$ cat config.mk
export PLATFORM = sky130hd
export DESIGN_NAME = eeprom_if_top
export DESIGN_NICKNAME = d
export VERILOG_FILES = /design/src/logic/eeprom_pkg.sv /design/src/logic/i2c_bit_engine.sv /design/src/logic/i2c_byte_shifter.sv /design/src/logic/eeprom_ctrl.sv /design/src/logic/eeprom_if_top.sv
export SDC_FILE = /design/constraint.sdc
export NUM_CORES = 1
export LEC_CHECK = 0
export ABC_AREA = 1
export BUFFER_PORTS_ARGS = -buffer_cell sky130_fd_sc_hd__buf_2
export CAP_MARGIN = 20
export CORE_UTILIZATION = 55
export CTS_CLUSTER_DIAMETER = 150
export CTS_CLUSTER_SIZE = 30
export DETAILED_ROUTE_END_ITERATION = 6
export GPL_TIMING_DRIVEN = 1
export PLACE_DENSITY = 0.78
export SETUP_SLACK_MARGIN = 0.1
export SYNTH_ARGS = -nofsm -noshare
export SYNTH_HDL_FRONTEND = slang
export SYNTH_HIERARCHICAL = 1
export SYNTH_SLANG_ARGS = --single-unit
$ cat constraint.sdc
create_clock -name CLK -period 2.5 [get_ports CLK]
set_input_delay 0 -clock CLK [delete_from_list [all_inputs] [get_ports CLK]]
set_output_delay 0 -clock CLK [all_outputs]
set_load 0.02 [all_outputs]
$ cat src/logic/eeprom_pkg.sv
package eeprom_pkg;

    // fixed upper nibble of every control byte
    localparam logic [3:0] DEV_TYPE_EEPROM = 4'b1010;

    // host request, 11-bit address covers 2 Kbyte
    typedef struct packed {
        logic        write;
        logic [10:0] addr;
        logic [7:0]  wdata;
    } eeprom_req_t;

    typedef struct packed {
        logic [7:0] rdata;
        logic       ack_err;  // some byte went unacknowledged
    } eeprom_rsp_t;

    typedef struct packed {
        logic [3:0] dev_type;
        logic [2:0] block;    // addr[10:8]
        logic       rd;       // 1 = read direction
    } ctrl_fields_t;

    // control byte: raw on the wire, decoded fields elsewhere
    typedef union packed {
        logic [7:0]   raw;
        ctrl_fields_t f;
    } eeprom_ctrl_byte_u;

    typedef enum logic [1:0] {BYTE_START, BYTE_STOP, BYTE_WRITE, BYTE_READ} byte_op_e;

    typedef struct packed {
        byte_op_e   op;
        logic [7:0] data;
        logic       nack_last;  // last read byte, no ack
    } byte_cmd_t;

    typedef struct packed {
        logic [7:0] data;
        logic       got_ack;
    } byte_rsp_t;

    typedef enum logic [1:0] {BIT_START, BIT_STOP, BIT_WRITE, BIT_READ} bit_op_e;

    typedef struct packed {
        bit_op_e op;
        logic    data;
    } bit_cmd_t;

endpackage

$ cat src/logic/i2c_bit_engine.sv
module i2c_bit_engine import eeprom_pkg::*; #(
    parameter int CLK_DIV = 4
) (
    input  logic     CLK,
    input  logic     RESET,
    input  logic     bit_cmd_valid,
    output logic     bit_cmd_ready,
    input  bit_cmd_t bit_cmd,
    output logic     bit_done,
    output logic     bit_rx,
    output logic     scl,
    output logic     sda_oe,
    input  logic     sda_in
);
    localparam int QW = $clog2(CLK_DIV + 1);

    logic          busy;
    logic [QW-1:0] qcnt;
    logic [1:0]    phase;
    bit_cmd_t      cur;
    bit_cmd_t      drv;
    logic          accept;
    logic          quarter_end;
    logic [1:0]    next_phase;
    logic          scl_next;
    logic          oe_next;

    assign bit_cmd_ready = !busy;
    assign accept        = bit_cmd_valid && !busy;
    assign quarter_end   = busy && (qcnt == QW'(CLK_DIV - 1));
    assign next_phase    = accept ? 2'd0 : phase + 2'd1;
    assign drv           = accept ? bit_cmd : cur;  // op that shapes the coming phase

    // line levels per quarter: q0 low, q1/q2 high, q3 low
    always_comb begin
        scl_next = (next_phase == 2'd1) || (next_phase == 2'd2);
        oe_next  = 1'b0;
        case (drv.op)
            BIT_START: begin
                oe_next = next_phase[1];  // released, then low while scl high
            end
            BIT_STOP: begin
                scl_next = (next_phase != 2'd0);
                oe_next  = (next_phase != 2'd3);  // release last with scl high
            end
            BIT_WRITE: begin
                oe_next = !drv.data;
            end
            default: begin
                oe_next = 1'b0;
            end
        endcase
    end

    always_ff @(posedge CLK) begin
        if (RESET) begin
            busy     <= 1'b0;
            qcnt     <= '0;
            phase    <= 2'd0;
            scl      <= 1'b1;
            sda_oe   <= 1'b0;
            bit_done <= 1'b0;
        end else begin
            bit_done <= 1'b0;
            if (accept) begin
                busy   <= 1'b1;
                qcnt   <= '0;
                phase  <= 2'd0;
                scl    <= scl_next;
                sda_oe <= oe_next;
            end else if (busy) begin
                if (quarter_end) begin
                    qcnt <= '0;
                    if (phase == 2'd3) begin
                        busy     <= 1'b0;
                        bit_done <= 1'b1;
                    end else begin
                        phase  <= next_phase;
                        scl    <= scl_next;
                        sda_oe <= oe_next;
                    end
                end else begin
                    qcnt <= qcnt + 1'b1;
                end
            end
        end
    end

    always_ff @(posedge CLK) begin
        if (accept) begin
            cur <= bit_cmd;
        end
        if (quarter_end && phase == 2'd1) begin
            bit_rx <= sda_in;  // middle of scl high
        end
    end

    // data bits only move sda while scl is low
    assert property (@(posedge CLK) disable iff (RESET)
        (scl && $past(scl) && !(busy && (cur.op == BIT_START || cur.op == BIT_STOP)))
        |-> $stable(sda_oe));

endmodule

$ cat src/logic/i2c_byte_shifter.sv
module i2c_byte_shifter import eeprom_pkg::*; (
    input  logic      CLK,
    input  logic      RESET,
    input  logic      byte_cmd_valid,
    output logic      byte_cmd_ready,
    input  byte_cmd_t byte_cmd,
    output logic      byte_rsp_valid,
    output byte_rsp_t byte_rsp,
    output logic      bit_cmd_valid,
    input  logic      bit_cmd_ready,
    output bit_cmd_t  bit_cmd,
    input  logic      bit_done,
    input  logic      bit_rx
);
    logic       busy;
    logic       bit_pending;  // bit op handed to the engine, not yet done
    logic [3:0] cnt;
    byte_op_e   op;
    logic [7:0] shreg;
    logic       nack_last;
    logic       accept;
    logic       step;
    logic       last_bit;

    assign byte_cmd_ready = !busy;
    assign accept         = byte_cmd_valid && !busy;
    assign step           = bit_pending && bit_done;
    assign last_bit       = (op == BYTE_START) || (op == BYTE_STOP) || (cnt == 4'd8);

    always_ff @(posedge CLK) begin
        if (RESET) begin
            busy           <= 1'b0;
            bit_pending    <= 1'b0;
            bit_cmd_valid  <= 1'b0;
            byte_rsp_valid <= 1'b0;
            cnt            <= 4'd0;
        end else begin
            byte_rsp_valid <= 1'b0;
            if (accept) begin
                busy          <= 1'b1;
                cnt           <= 4'd0;
                bit_cmd_valid <= 1'b1;
            end
            if (bit_cmd_valid && bit_cmd_ready) begin
                bit_cmd_valid <= 1'b0;
                bit_pending   <= 1'b1;
            end
            if (step) begin
                bit_pending <= 1'b0;
                if (last_bit) begin
                    busy           <= 1'b0;
                    byte_rsp_valid <= 1'b1;
                end else begin
                    cnt           <= cnt + 4'd1;
                    bit_cmd_valid <= 1'b1;
                end
            end
        end
    end

    always_ff @(posedge CLK) begin
        if (accept) begin
            op           <= byte_cmd.op;
            shreg        <= byte_cmd.data;
            nack_last    <= byte_cmd.nack_last;
            bit_cmd.data <= (byte_cmd.op == BYTE_WRITE) ? byte_cmd.data[7] : 1'b0;
            case (byte_cmd.op)
                BYTE_START: bit_cmd.op <= BIT_START;
                BYTE_STOP:  bit_cmd.op <= BIT_STOP;
                BYTE_WRITE: bit_cmd.op <= BIT_WRITE;
                default:    bit_cmd.op <= BIT_READ;
            endcase
        end else if (step) begin
            if (cnt < 4'd8) begin
                // msb first both ways
                shreg <= {shreg[6:0], (op == BYTE_READ) ? bit_rx : 1'b0};
            end
            if (cnt == 4'd7) begin
                // ack slot, direction flips
                bit_cmd.op   <= (op == BYTE_WRITE) ? BIT_READ : BIT_WRITE;
                bit_cmd.data <= (op == BYTE_WRITE) ? 1'b0 : nack_last;
            end else begin
                bit_cmd.op   <= (op == BYTE_WRITE) ? BIT_WRITE : BIT_READ;
                bit_cmd.data <= (op == BYTE_WRITE) ? shreg[6] : 1'b0;
            end
            if (last_bit) begin
                byte_rsp.data    <= shreg;
                byte_rsp.got_ack <= (op == BYTE_WRITE) ? !bit_rx : 1'b1;
            end
        end
    end

    // engine must be idle when a new byte starts
    assert property (@(posedge CLK) disable iff (RESET)
        accept |-> bit_cmd_ready);

endmodule

$ cat src/logic/eeprom_ctrl.sv
module eeprom_ctrl import eeprom_pkg::*; (
    input  logic        CLK,
    input  logic        RESET,
    input  logic        req_valid,
    output logic        req_ready,
    input  eeprom_req_t req,
    output logic        rsp_valid,
    input  logic        rsp_ready,
    output eeprom_rsp_t rsp,
    output logic        byte_cmd_valid,
    input  logic        byte_cmd_ready,
    output byte_cmd_t   byte_cmd,
    input  logic        byte_rsp_valid,
    input  byte_rsp_t   byte_rsp
);
    typedef enum logic [3:0] {
        ST_IDLE,
        ST_START,
        ST_CTRL_W,
        ST_ADDR,
        ST_DATA,
        ST_RSTART,
        ST_CTRL_R,
        ST_READ,
        ST_STOP,
        ST_RESP
    } state_e;

    state_e            state;
    state_e            next_state;
    logic              cmd_sent;  // current phase's byte already handed over
    logic              on_bus;
    logic              ack_miss;
    eeprom_req_t       req_q;
    eeprom_rsp_t       rsp_q;
    eeprom_ctrl_byte_u ctrl_byte;

    assign req_ready      = (state == ST_IDLE);
    assign rsp_valid      = (state == ST_RESP);
    assign rsp            = rsp_q;
    assign on_bus         = (state != ST_IDLE) && (state != ST_RESP);
    assign byte_cmd_valid = on_bus && !cmd_sent;

    assign ack_miss = byte_rsp_valid && !byte_rsp.got_ack &&
                      (state == ST_CTRL_W || state == ST_ADDR ||
                       state == ST_DATA || state == ST_CTRL_R);

    always_comb begin
        ctrl_byte.f.dev_type = DEV_TYPE_EEPROM;
        ctrl_byte.f.block    = req_q.addr[10:8];
        ctrl_byte.f.rd       = (state == ST_CTRL_R);
    end

    always_comb begin
        byte_cmd.op        = BYTE_WRITE;
        byte_cmd.data      = 8'h00;
        byte_cmd.nack_last = 1'b0;
        case (state)
            ST_START, ST_RSTART: byte_cmd.op = BYTE_START;
            ST_CTRL_W, ST_CTRL_R: byte_cmd.data = ctrl_byte.raw;
            ST_ADDR: byte_cmd.data = req_q.addr[7:0];
            ST_DATA: byte_cmd.data = req_q.wdata;
            ST_READ: begin
                byte_cmd.op        = BYTE_READ;
                byte_cmd.nack_last = 1'b1;  // single byte read
            end
            ST_STOP: byte_cmd.op = BYTE_STOP;
            default: byte_cmd.op = BYTE_WRITE;
        endcase
    end

    // any missing ack falls through to stop
    always_comb begin
        next_state = ST_STOP;
        case (state)
            ST_START:  next_state = ST_CTRL_W;
            ST_CTRL_W: if (byte_rsp.got_ack) next_state = ST_ADDR;
            ST_ADDR: begin
                if (byte_rsp.got_ack) begin
                    next_state = req_q.write ? ST_DATA : ST_RSTART;
                end
            end
            ST_RSTART: next_state = ST_CTRL_R;
            ST_CTRL_R: if (byte_rsp.got_ack) next_state = ST_READ;
            ST_STOP:   next_state = ST_RESP;
            default:   next_state = ST_STOP;
        endcase
    end

    always_ff @(posedge CLK) begin
        if (RESET) begin
            state    <= ST_IDLE;
            cmd_sent <= 1'b0;
        end else begin
            if (byte_cmd_valid && byte_cmd_ready) begin
                cmd_sent <= 1'b1;
            end
            case (state)
                ST_IDLE: if (req_valid) state <= ST_START;
                ST_RESP: if (rsp_ready) state <= ST_IDLE;
                default: begin
                    if (byte_rsp_valid) begin
                        state    <= next_state;
                        cmd_sent <= 1'b0;
                    end
                end
            endcase
        end
    end

    always_ff @(posedge CLK) begin
        if (req_valid && req_ready) begin
            req_q <= req;
            rsp_q <= '0;
        end
        if (ack_miss) begin
            rsp_q.ack_err <= 1'b1;
        end
        if (byte_rsp_valid && state == ST_READ) begin
            rsp_q.rdata <= byte_rsp.data;
        end
    end

    // idle host side implies an idle shifter
    assert property (@(posedge CLK) disable iff (RESET)
        req_ready |-> byte_cmd_ready);

endmodule

$ cat src/logic/eeprom_if_top.sv
module eeprom_if_top import eeprom_pkg::*; #(
    parameter int CLK_DIV = 4
) (
    input  logic        CLK,
    input  logic        RESET,
    input  logic        req_valid,
    output logic        req_ready,
    input  eeprom_req_t req,
    output logic        rsp_valid,
    input  logic        rsp_ready,
    output eeprom_rsp_t rsp,
    output logic        scl,
    output logic        sda_oe,
    input  logic        sda_in
);
    logic      byte_cmd_valid;
    logic      byte_cmd_ready;
    byte_cmd_t byte_cmd;
    logic      byte_rsp_valid;
    byte_rsp_t byte_rsp;
    logic      bit_cmd_valid;
    logic      bit_cmd_ready;
    bit_cmd_t  bit_cmd;
    logic      bit_done;
    logic      bit_rx;

    eeprom_ctrl ctrl_i (
        .CLK, .RESET,
        .req_valid, .req_ready, .req,
        .rsp_valid, .rsp_ready, .rsp,
        .byte_cmd_valid, .byte_cmd_ready, .byte_cmd,
        .byte_rsp_valid, .byte_rsp
    );

    i2c_byte_shifter shifter_i (
        .CLK, .RESET,
        .byte_cmd_valid, .byte_cmd_ready, .byte_cmd,
        .byte_rsp_valid, .byte_rsp,
        .bit_cmd_valid, .bit_cmd_ready, .bit_cmd,
        .bit_done, .bit_rx
    );

    i2c_bit_engine #(
        .CLK_DIV(CLK_DIV)
    ) engine_i (
        .CLK, .RESET,
        .bit_cmd_valid, .bit_cmd_ready, .bit_cmd,
        .bit_done, .bit_rx,
        .scl, .sda_oe, .sda_in
    );

endmodule

After elaboration in Yosys (flattened, before gate mapping)
Index checks and enable logic that the tools add are counted.
W data, S select, Z words.
{"block": "classes", "addsub": 3, "n_lt_le_gt_ge": 1, "n_eq_ne": 28, "muxes": 59, "n_bitwise": 5, "n_reduce_logical": 47}
{"cell": "$mux W4", "count": 9}
{"cell": "$mux W1", "count": 33}
{"cell": "$mux W8", "count": 4}
{"cell": "$pmux W4 S6", "count": 1}
{"cell": "$pmux W8 S3", "count": 1}
{"cell": "$eq A4 B3 Y1 const B", "count": 5}
{"cell": "$mux W3", "count": 5}
{"cell": "$eq A2 B2 Y1 const B", "count": 6}
{"cell": "$eq A4 B4 Y1 const B", "count": 3}
{"cell": "$pmux W2 S3", "count": 2}
{"cell": "$reduce_and A3 Y1", "count": 4}
{"cell": "$reduce_bool A2 Y1", "count": 6}
{"cell": "$reduce_or A2 Y1", "count": 6}
{"cell": "$logic_and A1 B1 Y1", "count": 11}
{"cell": "$eq A2 B1 Y1 const B", "count": 5}
{"cell": "$mux W9", "count": 1}
{"cell": "$eq A4 B2 Y1 const B", "count": 2}
{"cell": "$pmux W4 S2", "count": 1}
{"cell": "$logic_not A1 Y1", "count": 6}
{"cell": "$logic_not A2 Y1", "count": 3}
{"cell": "$logic_or A1 B1 Y1", "count": 6}
{"cell": "$not A1 Y1", "count": 5}
{"cell": "$add A4 B1 Y4 const B", "count": 1}
{"cell": "$eq A4 B1 Y1 const B", "count": 1}
{"cell": "other kinds (14)", "count": 16}
{"block": "word_totals", "ff_bits": 78, "input_bits": 25, "out_inout_bits": 13, "word_cells": 171}

Depth between registers and ports, before layout
Gate-level depths: netlist of run 1.
{"block": "logic_depth", "word_depth": 10, "mapped_depth": 10, "mapped_depth_nobuf": 10}

Hierarchy
Netlist of run 1, hierarchy kept.
{"mod": "eeprom_ctrl", "instances": 1, "cells_per_inst": 156, "area_each_um2": 1519.0, "seq_area_each_um2": 960.9}
{"mod": "i2c_byte_shifter", "instances": 1, "cells_per_inst": 130, "area_each_um2": 1317.5, "seq_area_each_um2": 850.8}
{"mod": "i2c_bit_engine", "instances": 1, "cells_per_inst": 87, "area_each_um2": 678.2, "seq_area_each_um2": 270.3}

Least setup slack after synthesis of run 1
Ideal clock, no wire load.
{"block": "synth_timing", "kind": "register to register", "startpoint": "reg ctrl_i.state[3]", "endpoint": "reg shifter_i/byte_rsp[0] (netlist name)", "setup_ns": 0.374, "arrival_time_ns": 1.559, "t_required_ns": 2.126, "setup_slack_ns": 0.567, "path_stages_with_launch": 10, "n_path_buf": 2, "period_less_slack_ns": 1.933, "path_cell_list": "dfxtp_1 > buf_6 > nor2_4 > nand2_2 > nand2_1 > nor2_1 > nand2_2 > inv_2 > buf_4 > nor2_1"}
{"block": "synth_between", "elab_chain_cells": 6, "word_cells_on_any_way": 7, "cone_classes": "eq/ne: 1; bitwise: 1; reduce/logical: 5"}
{"item": "from (decl)", "line_no": "eeprom_ctrl.sv:29", "text": "state_e state;"}
{"item": "from (signal assigned)", "line_no": "eeprom_ctrl.sv:103", "text": "state <= next_state;"}
{"item": "$ne A4 B4 Y1 / $reduce_bool A4 Y1 (equally long branches)", "line_no": "eeprom_ctrl.sv:41", "text": "assign on_bus = (state != ST_IDLE) && (state != ST_RESP);"}
{"item": "$logic_and A1 B1 Y1 *", "line_no": "eeprom_ctrl.sv:41"}
{"item": "$logic_and A1 B1 Y1 *", "line_no": "eeprom_ctrl.sv:42", "text": "assign byte_cmd_valid = on_bus && !cmd_sent;"}
{"item": "via byte_cmd_valid", "line_no": "eeprom_if_top.sv:16", "text": "logic byte_cmd_valid;"}
{"item": "$logic_and A1 B1 Y1 *", "line_no": "i2c_byte_shifter.sv:26", "text": "assign accept = byte_cmd_valid && !busy;"}
{"item": "via shifter_i.accept", "line_no": "i2c_byte_shifter.sv:21", "text": "logic accept;"}
{"item": "$not A1 Y1 (no source line) *"}
{"item": "$reduce_and A3 Y1 (no source line) *"}
Mark *: on every way through the listed nets, which the timed path passes. The rest lies on a longest branch.
A chain may end at the register's enable or synchronous reset.

Worst setup path after layout of run 1
{"block": "layout_timing", "startpoint": "reg ctrl_i.state[3]", "endpoint": "reg shifter_i/byte_rsp[1] (netlist name)"}
{"block": "layout_between", "elab_chain_cells": 6, "word_cells_on_any_way": 7, "cone_classes": "eq/ne: 1; bitwise: 1; reduce/logical: 5"}
{"item": "$ne A4 B4 Y1 / $reduce_bool A4 Y1 (equally long branches)", "line_no": "eeprom_ctrl.sv:41"}
{"item": "$logic_and A1 B1 Y1 *", "line_no": "eeprom_ctrl.sv:41"}
{"item": "$logic_and A1 B1 Y1 *", "line_no": "eeprom_ctrl.sv:42"}
{"item": "via byte_cmd_valid", "line_no": "eeprom_if_top.sv:16"}
{"item": "$logic_and A1 B1 Y1 *", "line_no": "i2c_byte_shifter.sv:26"}
{"item": "$not A1 Y1 (no source line) *"}
{"item": "$reduce_and A3 Y1 (no source line) *"}
Marks and branches as above.

==> metrics.cfg, run 1 <==
[synthesis]
ys_seq_area_share_pct=59.24
synth_top_area_share_pct=44.43
yosys.area.top_type=edfxtp_1
ys.flop_type=edfxtp_1
yosys-top-cells-count=nand2_1, edfxtp_1, inv_1, nor2_1, nand3_1
yosys_warnings=6
syn_inst=373
synth_cell_types=29
synth_seq_cells=78
syn-mean-instance-area_sq_um=9.423
syn_area_sq_mm=0.003515
synth_most_common_cell=nand2_1
syn_nets=405
synth_edf_count=52
ys_async_sr_fraction_pct=0
synthTopCellsByArea=edfxtp_1, dfxtp_1, nand2_1, inv_1, nor2_1

[timing]
worstMarginPinSlew_ns=1.012
finalCritPeriodShare_pct=82.72
clock_skew_ns=0.01020
max_freq_mhz=483.6
setup_tns_ns=0
post-route-min-period_ns=2.068
setup_violations=0
hold-worst-slack_ns=0.05586
hold_viol=0
rsz0062_at_grt=false
max-slew-margin-rel_pct=31.83
fin_ws_ns=0.4320
slew_viol_final=0

[worst_setup_path]
worstPathRequired_ns=2.60
arrival_ns=2.17
worstSetupPathType=flop to flop
r2r.worst_path.cells=8
worstSetupPathDepth=8
cp-start-kind=flop
rr_endpoint=shifter_i/byte_rsp[1]$_DFFE_PP_
cp_slowest_cell=dfxtp_1
cp_cell_sequence=nor2_4, nand2_2, nand2_1, nor2_1, nand2_2, inv_2, nor2_1, buf_4
crit_fanout=18
cp-end-kind=flop
r2r_slack_ns=0.43
worst_path_largest_cell_delay_ns=0.53
crit_buf_inv=2
reg2reg_from=ctrl_i/state[3]$_SDFFE_PP0P_
critical_path.top_delay_family=simple AND/OR/NAND/NOR gates

[route]
antenna_left=0
drt-total-wl_microns=7132
num_vias=2652
post-route-drc-count=0
first_pass_iters=4
drtIter0Drc=184
wl_per_cell_microns=13.61
via_per_inst=5.061

[power_and_ir_drop]
total_power_w=0.004261
powerDensity_mw_per_mm2=1007
irDropWorstVdd_uv=680.5
leakage_nw=1.862

[cells_and_area]
layout-drive-gt1-share_pct=21.16
diodes=0
multi_input_area_sq_mm=0.001200
fin_nets=476
fillCellCount=435
register_area_sq_mm=0.002082
area_growth_pct=20.40

[global_routing]
antenna_found_initial=0
grt_max_degree=21
first_global_vias=2522
grt_overflow=0
grt_pass1_wl_microns=11510
track_usage_pct=23.93

[clock_tree]
cts_resized=0
clkSlewWorstSetupHoldPaths_ns=0.08
htree_levels=3
root_buffer=clkbuf_8
numCtsBuffers=9
cts_tree=yes
insertion_delay_ns=0.35
cts.path.max_buffers=2
cts_sinks=78
post-cts-setup-buffer-count=0

[worst_hold_path]
min-delay-start=req_valid
hold_path.class=input port to flop
holdPathStages=4
whs_endpoint=ctrl_i/rsp[0]$_SDFFE_PP1P_

[floorplanning]
die_y_microns=81.94
start_util_pct=58.33
die_area_sq_mm=0.006714
rows=28
pin_count=38
coreArea_sq_mm=0.006026
die_x_microns=81.94

[placement]
dp_hpwl_microns=4699
portBuffers=37
finalWeightedCongestion=0.9789
place_ws_ns=0.4253

[flow_run]
max_cap_viol_count=0

[outcome]
status=finished, final reports clean

metal layers:
| metal | global-route usage (%) | up-vias | wire (microns) |
|---|---|---|---|
| met4 | 8.772 | 0 | 75 |
| li1 | - | 1358 | - |
| met1 | 27.37 | 1203 | 2996 |
| met3 | 6.556 | 10 | 313 |
| met2 | 42.40 | 81 | 3746 |
| met5 | 0 | - | 0 |
layout by cell type, fill, tap and decap left out, types with 2 or more instances in the layout:
cell           netlist  layout
buf_4                1       3
nor2_2               3       3
nand3_2              6       6
nor3_1               2       2
nand2_1             92      92
ha_1                 7       7
a21oi_1             14      14
buf_2                1      38
clkbuf_8             0       9
dlygate4sd3_1        0      22
bufinv_16            0       2
nor2_1              38      38
nand3_1             28      28
o211ai_1             2       2
a22o_1               2       2
nor2_4               3       3
inv_2                7       7
inv_1               46      46
nand2_2             14      14
edfxtp_1            52      52
nand3b_1             3       3
o21ai_0              7       7
o21ai_2              3       3
clkinv_1             1       2
nand2_4              2       2
o21ai_1              5       5
a211oi_1             2       2
nand4_1              3       3
dfxtp_1             26      26
worst max path at each step:
stage / slack [ns] / endpoint / from
final: 0.43 / shifter_i/byte_rsp[1]$_DFFE_PP_ / ctrl_i/state[3]$_SDFFE_PP0P_
after global placement: 0.56 / shifter_i/shreg[2]$_DFFE_PP_ / ctrl_i/state[3]$_SDFFE_PP0P_
after CTS: 0.41 / ctrl_i/rsp[7]$_DFFE_PP_ / ctrl_i/state[3]$_SDFFE_PP0P_
after floorplan: 0.57 / shifter_i/byte_rsp[0]$_SDFFCE_PP1P_ / ctrl_i/state[3]$_SDFFE_PP0P_
after global routing: 0.25 / shifter_i/byte_rsp[1]$_DFFE_PP_ / ctrl_i/state[3]$_SDFFE_PP0P_
after detailed placement: 0.43 / ctrl_i/rsp[4]$_DFFE_PP_ / ctrl_i/state[3]$_SDFFE_PP0P_
flip-flops by register name (all words and copies together), names as in the netlist, 2 cells and up:
register and flops:
shifter_i/op 2, engine_i/cur 3, shifter_i/bit_cmd 3, ctrl_i/req_q 17, shifter_i/shreg 8, ctrl_i/ctrl_byte 3, shifter_i/cnt 4, engine_i/phase 2
ctrl_i/state 4, shifter_i/byte_rsp 9, ctrl_i/rsp 9, engine_i/qcnt 3
worst register-to-register path, delay by kind of cell (launching register included):
kind | cells | cell delay (ns)
flip-flops | 1 | 0.53
AND/OR/NAND/NOR | 6 | 0.79
buffers and inverters | 2 | 0.50
power by group:
part / leakage, nW / internal [W] / switching [W]
Combinational: 1.05 / 0.000397 / 0.000845
Sequential: 0.701 / 0.00183 / 0.000170
Clock: 0.108 / 0.000563 / 0.000457
layout make-up:
cell class	count	share of cell area, %
clock inverter	6	2.040
tap	75	2.218
timing repair buffer	63	10.23
inverter	55	4.938
multi-input combinational	237	28.36
sequential	78	49.20
clock buffer	10	3.016
metrics by stage:
stage | util [%] | std cells | area, sq um
2_1_floorplan | - | 373 | 3515
3_3_place_gp | 62.94 | 485 | 3792
3_5_place_dp | 62.94 | 485 | 3792
4_1_cts | 70.14 | 523 | 4227
5_1_grt | 70.22 | 524 | 4232
6_report | 70.22 | 524 | 4232
kinds of logic (layout without fill, tap and decap cells):
family                   Yosys count  count (layout)  synth area share (%)
buffers and inverters             58             134                 6.622
AND/OR/NAND/NOR                  195             195                 25.85
AO/OA/AOI/OAI                     35              35                 5.803
adder cells (fa/ha/maj)            7               7                 2.492
flip-flops                        78              78                 59.24
what timing repair did:
item                                   4_1_cts  5_1_grt
setup endpoints to repair                    0        0
hold buffers                                22        0
endpoints found under the hold margin       27        0
Note: power is estimated with default switching activity, not from simulation.
==> run 2: changes to the inputs <==
--- a/config.mk
+++ b/config.mk
@@ -8,7 +8,7 @@
 export ABC_AREA = 1
 export BUFFER_PORTS_ARGS = -buffer_cell sky130_fd_sc_hd__buf_2
 export CAP_MARGIN = 20
-export CORE_UTILIZATION = 55
+export CORE_UTILIZATION = 52
 export CTS_CLUSTER_DIAMETER = 150
 export CTS_CLUSTER_SIZE = 30
 export DETAILED_ROUTE_END_ITERATION = 6
==> constraint.sdc (replaced) <==
create_clock -name CLK -period 1.9 [get_ports CLK]
set_input_delay 0 -clock CLK [delete_from_list [all_inputs] [get_ports CLK]]
set_output_delay 0 -clock CLK [all_outputs]
set_load 0.02 [all_outputs]
==> run 2 against run 1 <==
Compared with the run above: routed wire length increased by 0.32%; combinational power increased by 44%; design area increased by 2.1%; core utilization decreased by 3.0 points; count of clock-buffer cells in the layout increased by 1; critical path type unchanged.
==> metrics.cfg, run 2 (synthesized netlist as in run 1, its figures left out) <==
[outcome]
status=finished, final reports clean

[power_and_ir_drop]
p_seq_share_pct=44.4
sw_frac_of_total_pct=33.73
power.switching_w=0.001987
leakage_nw=1.899
total_power_w=0.005890
p_comb_share_pct=30.2
powerDensity_mw_per_mm2=1364
p_int_w=0.003904
clkPwrFrac_pct=25.4
irDropWorstVdd_uv=1016

[worst_setup_path]
crit_buf_inv=2
crit_fanout=15
cp-start-kind=flop
worstSetupPathType=flop to flop
worstPathRequired_ns=1.98
rr_endpoint=shifter_i/shreg[6]$_DFFE_PP_
cp_slowest_cell=dfxtp_1
cp-end-kind=flop
reg2reg_from=ctrl_i/state[0]$_SDFFE_PP0P_
worst_path_largest_cell_delay_ns=0.42
r2r.worst_path.cells=8
r2r_slack_ns=0.27
arrival_ns=1.71
cp_cell_sequence=nor2_1, nand2_2, nand2_1, nor2_1, nand2_2, buf_4, o21ai_1, buf_4
critical_path.top_delay_family=simple AND/OR/NAND/NOR gates

[route]
drt-total-wl_microns=7155
via_per_inst=5.105
first_pass_iters=4
num_vias=2716
antenna_left=0
wl_per_cell_microns=13.45
drtIter0Drc=201
post-route-drc-count=0

[timing]
setup_violations=0
setup_tns_ns=0
clock_skew_ns=0.006425
max_freq_mhz=613.6
rsz0062_at_grt=false
max-slew-margin-rel_pct=70.46
worstMarginPinSlew_ns=0.4385
fin_ws_ns=0.2704
hold_viol=0
finalCritPeriodShare_pct=85.77
slew_viol_final=0
post-route-min-period_ns=1.630

[floorplanning]
die_y_microns=84.21
start_util_pct=54.72
die_area_sq_mm=0.007091
coreArea_sq_mm=0.006422
pin_count=38
die_x_microns=84.21
rows=29

[global_routing]
first_global_vias=2675
grt_max_degree=17
grt_pass1_wl_microns=11990
track_usage_pct=22.21
antenna_found_initial=0
grt_overflow=0

[worst_hold_path]
whs_endpoint=ctrl_i/rsp[0]$_SDFFE_PP1P_
hold_path.class=input port to flop
min-delay-start=req_valid
holdPathStages=4

[cells_and_area]
layout-drive-gt1-share_pct=23.30
final_area_sq_mm=0.004319
area_growth_pct=22.89
multi_input_area_sq_mm=0.001210
largest_register=ctrl_i/req_q
mostFrequentLayoutCell=nand2_1
fin_nets=482
register_area_sq_mm=0.002086
most-common-layout-cells=nand2_1, edfxtp_1, inv_1, buf_2, nor2_1
diodes=0
fillCellCount=474
stdcell_count=532
largest_reg_flops=17

[clock_tree]
cts_tree=yes
clkSlewWorstSetupHoldPaths_ns=0.08
insertion_delay_ns=0.36
numCtsBuffers=9
post-cts-setup-buffer-count=0
root_buffer=clkbuf_8
cts_sinks=78
cts.path.max_buffers=2
htree_levels=3

[placement]
dp_hpwl_microns=4596
place_ws_ns=0.1955
postPlaceCellArea_sq_mm=0.003852
portBuffers=37
placed_cells=494
finalWeightedCongestion=0.9593

[flow_run]
max_cap_viol_count=0

[run 2: repair_timing]
action | in CTS | in global routing
hold buffers | 22 | 0
endpoints found under the setup margin | 0 | 18
resized for setup | 0 | 4
hold endpoints to repair | 27 | 0
[run 2: stage by stage]
step / util [%] / hold WS (ns)
floorplan: - / 0.06907
global placement: 59.98 / 0.1759
detailed placement: 59.98 / 0.1781
CTS: 67.11 / 0.07105
global route: 67.25 / 0.1121
finish: 67.25 / 0.09068
[run 2: worst min-delay path, cell delays in order]
cell	delay [ns]
buf_2	0.08
inv_1	0.09
o21ai_0	0.18
nand2_1	0.06
[run 2: per-layer routing]
layer  track usage, %  up-vias  routed length (microns)
met1            27.25     1234                     3165
met4            10.82        0                      170
met5                0        -                        0
met3            5.801       19                      310
li1                 -     1375                        -
met2            36.66       88                     3508
[run 2: worst max-delay path by stage]
| stage | from | depth (start not counted) | slack [ns] | endpoint |
|---|---|---|---|---|
| final | ctrl_i/state[0]$_SDFFE_PP0P_ | 8 | 0.27 | shifter_i/shreg[6]$_DFFE_PP_ |
| after global routing | ctrl_i/state[0]$_SDFFE_PP0P_ | 9 | 0.16 | shifter_i/bit_cmd[0]$_DFFE_PP_ |
| after CTS | ctrl_i/state[3]$_SDFFE_PP0P_ | 8 | 0.18 | shifter_i/shreg[6]$_DFFE_PP_ |
| after detailed placement | ctrl_i/state[3]$_SDFFE_PP0P_ | 8 | 0.20 | shifter_i/shreg[4]$_DFFE_PP_ |
| after global placement | ctrl_i/state[3]$_SDFFE_PP0P_ | 8 | 0.24 | shifter_i/shreg[3]$_DFFE_PP_ |
| after floorplan | ctrl_i/state[2]$_SDFFE_PP0P_ | 7 | 0.11 | shifter_i/shreg[0]$_DFFE_PP_ |
[run 2: final cells by class]
cell class	count	share of cell area, %
sequential	78	48.29
multi-input combinational	237	28.01
timing repair buffer	69	11.12
inverter	55	4.838
clock buffer	11	3.042
clock inverter	5	2.462
tap	77	2.231
[run 2: power by group through the flow]
| stage | clock (W) | combinational (W) | sequential (W) |
|---|---|---|---|
| floorplan | 0 | 0.00115 | 0.00268 |
| finish | 0.00150 | 0.00178 | 0.00261 |
| detailed placement | 0 | 0.00171 | 0.00264 |
| global route | 0.00160 | 0.00198 | 0.00266 |
| CTS | 0.00152 | 0.00175 | 0.00261 |
| global placement | 0 | 0.00168 | 0.00262 |
==> run 3: changes to the inputs <==
--- a/config.mk
+++ b/config.mk
@@ -8,12 +8,13 @@
 export ABC_AREA = 1
 export BUFFER_PORTS_ARGS = -buffer_cell sky130_fd_sc_hd__buf_2
 export CAP_MARGIN = 20
-export CORE_UTILIZATION = 52
+export CORE_UTILIZATION = 55
+export CTS_BUF_LIST = sky130_fd_sc_hd__clkbuf_4 sky130_fd_sc_hd__clkbuf_8
 export CTS_CLUSTER_DIAMETER = 150
 export CTS_CLUSTER_SIZE = 30
 export DETAILED_ROUTE_END_ITERATION = 6
 export GPL_TIMING_DRIVEN = 1
-export PLACE_DENSITY = 0.78
+export PLACE_DENSITY = 0.81
 export SETUP_SLACK_MARGIN = 0.1
 export SYNTH_ARGS = -nofsm -noshare
 export SYNTH_HDL_FRONTEND = slang
==> run 3 against run 2 <==
Compared with the run above: clock skew increased by 0.0048 ns; routed wire length increased by 0.92%; clock power is 23% lower; highest routed layer unchanged; critical endpoint is now shifter_i/bit_cmd[0]$_DFFE_PP_; die area fell by 5.3%; first-iteration DRC count increased by 22%; flip-flop and latch count unchanged; via count grew 1.3%; non-clock buffer count rose by 1; sequential share of layout area rose by 0.58 points.
==> metrics.cfg, run 3 (synthesized netlist as in run 1, its figures left out) <==
[outcome]
status=finished, final reports clean

[global_routing]
grt_pass1_wl_microns=11700
grt_max_degree=21
first_global_vias=2613
grt_overflow=0
track_usage_pct=24.05
antenna_found_initial=0

[timing]
setup_violations=0
slew_viol_final=0
max-slew-margin-rel_pct=66.54
hold-worst-slack_ns=0.04114
worstMarginPinSlew_ns=0.4967
hold_viol=0
post-route-min-period_ns=1.657
finalCritPeriodShare_pct=87.21
clock_skew_ns=0.01125
setup_tns_ns=0
rsz0062_at_grt=false
max_freq_mhz=603.5

[route]
wl_per_cell_microns=13.60
dr_wl_met2_microns=3702
wirelength_met1_microns=2912
met3_length_microns=468
drtIter0Drc=246
top_layer=met4
post-route-drc-count=0
num_vias=2752
antenna_left=0
first_pass_iters=5
via_per_inst=5.183
drt-total-wl_microns=7221

[floorplanning]
die_x_microns=81.94
die_y_microns=81.94
start_util_pct=58.33
coreArea_sq_mm=0.006026
pin_count=38
die_area_sq_mm=0.006714
rows=28

[worst_setup_path]
arrival_ns=1.75
cp-end-kind=flop
worstPathRequired_ns=2.00
cp-start-kind=flop
worstSetupPathType=flop to flop
crit_fanout=7

[clock_tree]
cts.path.max_buffers=2
numCtsBuffers=9
root_buffer=clkbuf_8
cts_sinks=78
cts_tree=yes
clkSlewWorstSetupHoldPaths_ns=0.09
insertion_delay_ns=0.36
htree_levels=3

[placement]
finalWeightedCongestion=0.9426
portBuffers=37
dp_hpwl_microns=4843

[power_and_ir_drop]
p_int_w=0.003556
leakage_nw=1.881
p_seq_share_pct=46.8
total_power_w=0.005594
irDropWorstVdd_uv=811.3
sw_frac_of_total_pct=36.44
p_comb_share_pct=32.4
powerDensity_mw_per_mm2=1309
clkPwrFrac_pct=20.8
power.switching_w=0.002039

[cells_and_area]
area_growth_pct=21.57
largest_register=ctrl_i/req_q
layout-drive-gt1-share_pct=23.90
most-common-layout-cells=nand2_1, edfxtp_1, inv_1, buf_2, nor2_1
largest_reg_flops=17
diodes=0
fillCellCount=438
fin_nets=483
mostFrequentLayoutCell=nand2_1

[flow_run]
max_cap_viol_count=0

[worst_hold_path]
hold_path.class=input port to flop

==> run 3: changes by cell type in the layout (fill, tap and decap cells not counted) <==
cell       before  now
inv_6           1    5
clkbuf_1        2    0
bufinv_16       3    0
clkinv_4        0    1
dfxtp_2         3    2
dfxtp_4         0    1
buf_4          10   11
==> run 3: layer usage <==
| metal | vias up | track usage, % |
|---|---|---|
| li1 | 1376 | - |
| met1 | 1254 | 26.46 |
| met2 | 106 | 43.22 |
| met3 | 16 | 7.111 |
| met4 | 0 | 9.298 |
| met5 | - | 0 |
==> run 3: worst paths after layout <==
| kind | startpoint | slack [ns] | cells past startpoint | end |
|---|---|---|---|---|
| setup / recovery | ctrl_i/state[0]$_SDFFE_PP0P_ | 0.24 | 10 | shifter_i/bit_cmd[0]$_DFFE_PP_ |
| hold / removal | req_valid | 0.04 | 4 | ctrl_i/rsp[0]$_SDFFE_PP1P_ |
| setup reg to reg | ctrl_i/state[0]$_SDFFE_PP0P_ | 0.24 | 10 | shifter_i/bit_cmd[0]$_DFFE_PP_ |
| hold reg to reg | shifter_i/shreg[7]$_DFFE_PP_ | 0.43 | 0 | shifter_i/byte_rsp[8]$_DFFE_PP_ |
==> run 3: critical path: stages, from the launching register on <==
cell	delay (ns)
dfxtp_1	0.42
nor2_1	0.09
nand2_2	0.08
nand2_1	0.06
nor2_1	0.13
nand2_2	0.13
inv_2	0.12
buf_4	0.17
nor2_2	0.06
nand2_1	0.09
o21ai_2	0.05
==> run 3: cell type report <==
type / instances / area (sq um) / share of cell area (%)
clock inverters: 7 / 60.06 / 1.406
inverters: 55 / 209.0 / 4.890
repair buffers: 70 / 488.0 / 11.42
clock buffers: 9 / 123.9 / 2.899
flip-flops and latches: 78 / 2088 / 48.87
well taps: 75 / 93.84 / 2.196
multi-input cells: 237 / 1210 / 28.32
==> run 3: timing repair <==
action                                 in CTS  in global routing
pin swaps                                   0                  1
hold buffers                               22                  0
endpoints found under the hold margin      27                  0
setup endpoints to repair                   9                  7
buffers inserted                            0                  2
gates resized for setup                     1                  4
==> run 3: power by group through the flow <==
stage	logic [W]	clock network (W)	registers [W]
global route	0.00202	0.00126	0.00267
floorplan	0.00115	0	0.00268
detailed placement	0.00170	0	0.00265
CTS	0.00176	0.00118	0.00262
finish	0.00181	0.00116	0.00262
global placement	0.00164	0	0.00263
==> run 3: metrics by stage <==
stage	utilization (%)	worst slack, ns	area, sq um	cells
final	70.91	0.2430	4273	531
after detailed placement	63.77	0.1221	3842	491
after floorplan	-	0.1141	3520	373
after CTS	70.56	0.1437	4252	529
after global routing	70.91	0.1255	4273	531
after global placement	63.77	0.2068	3842	491
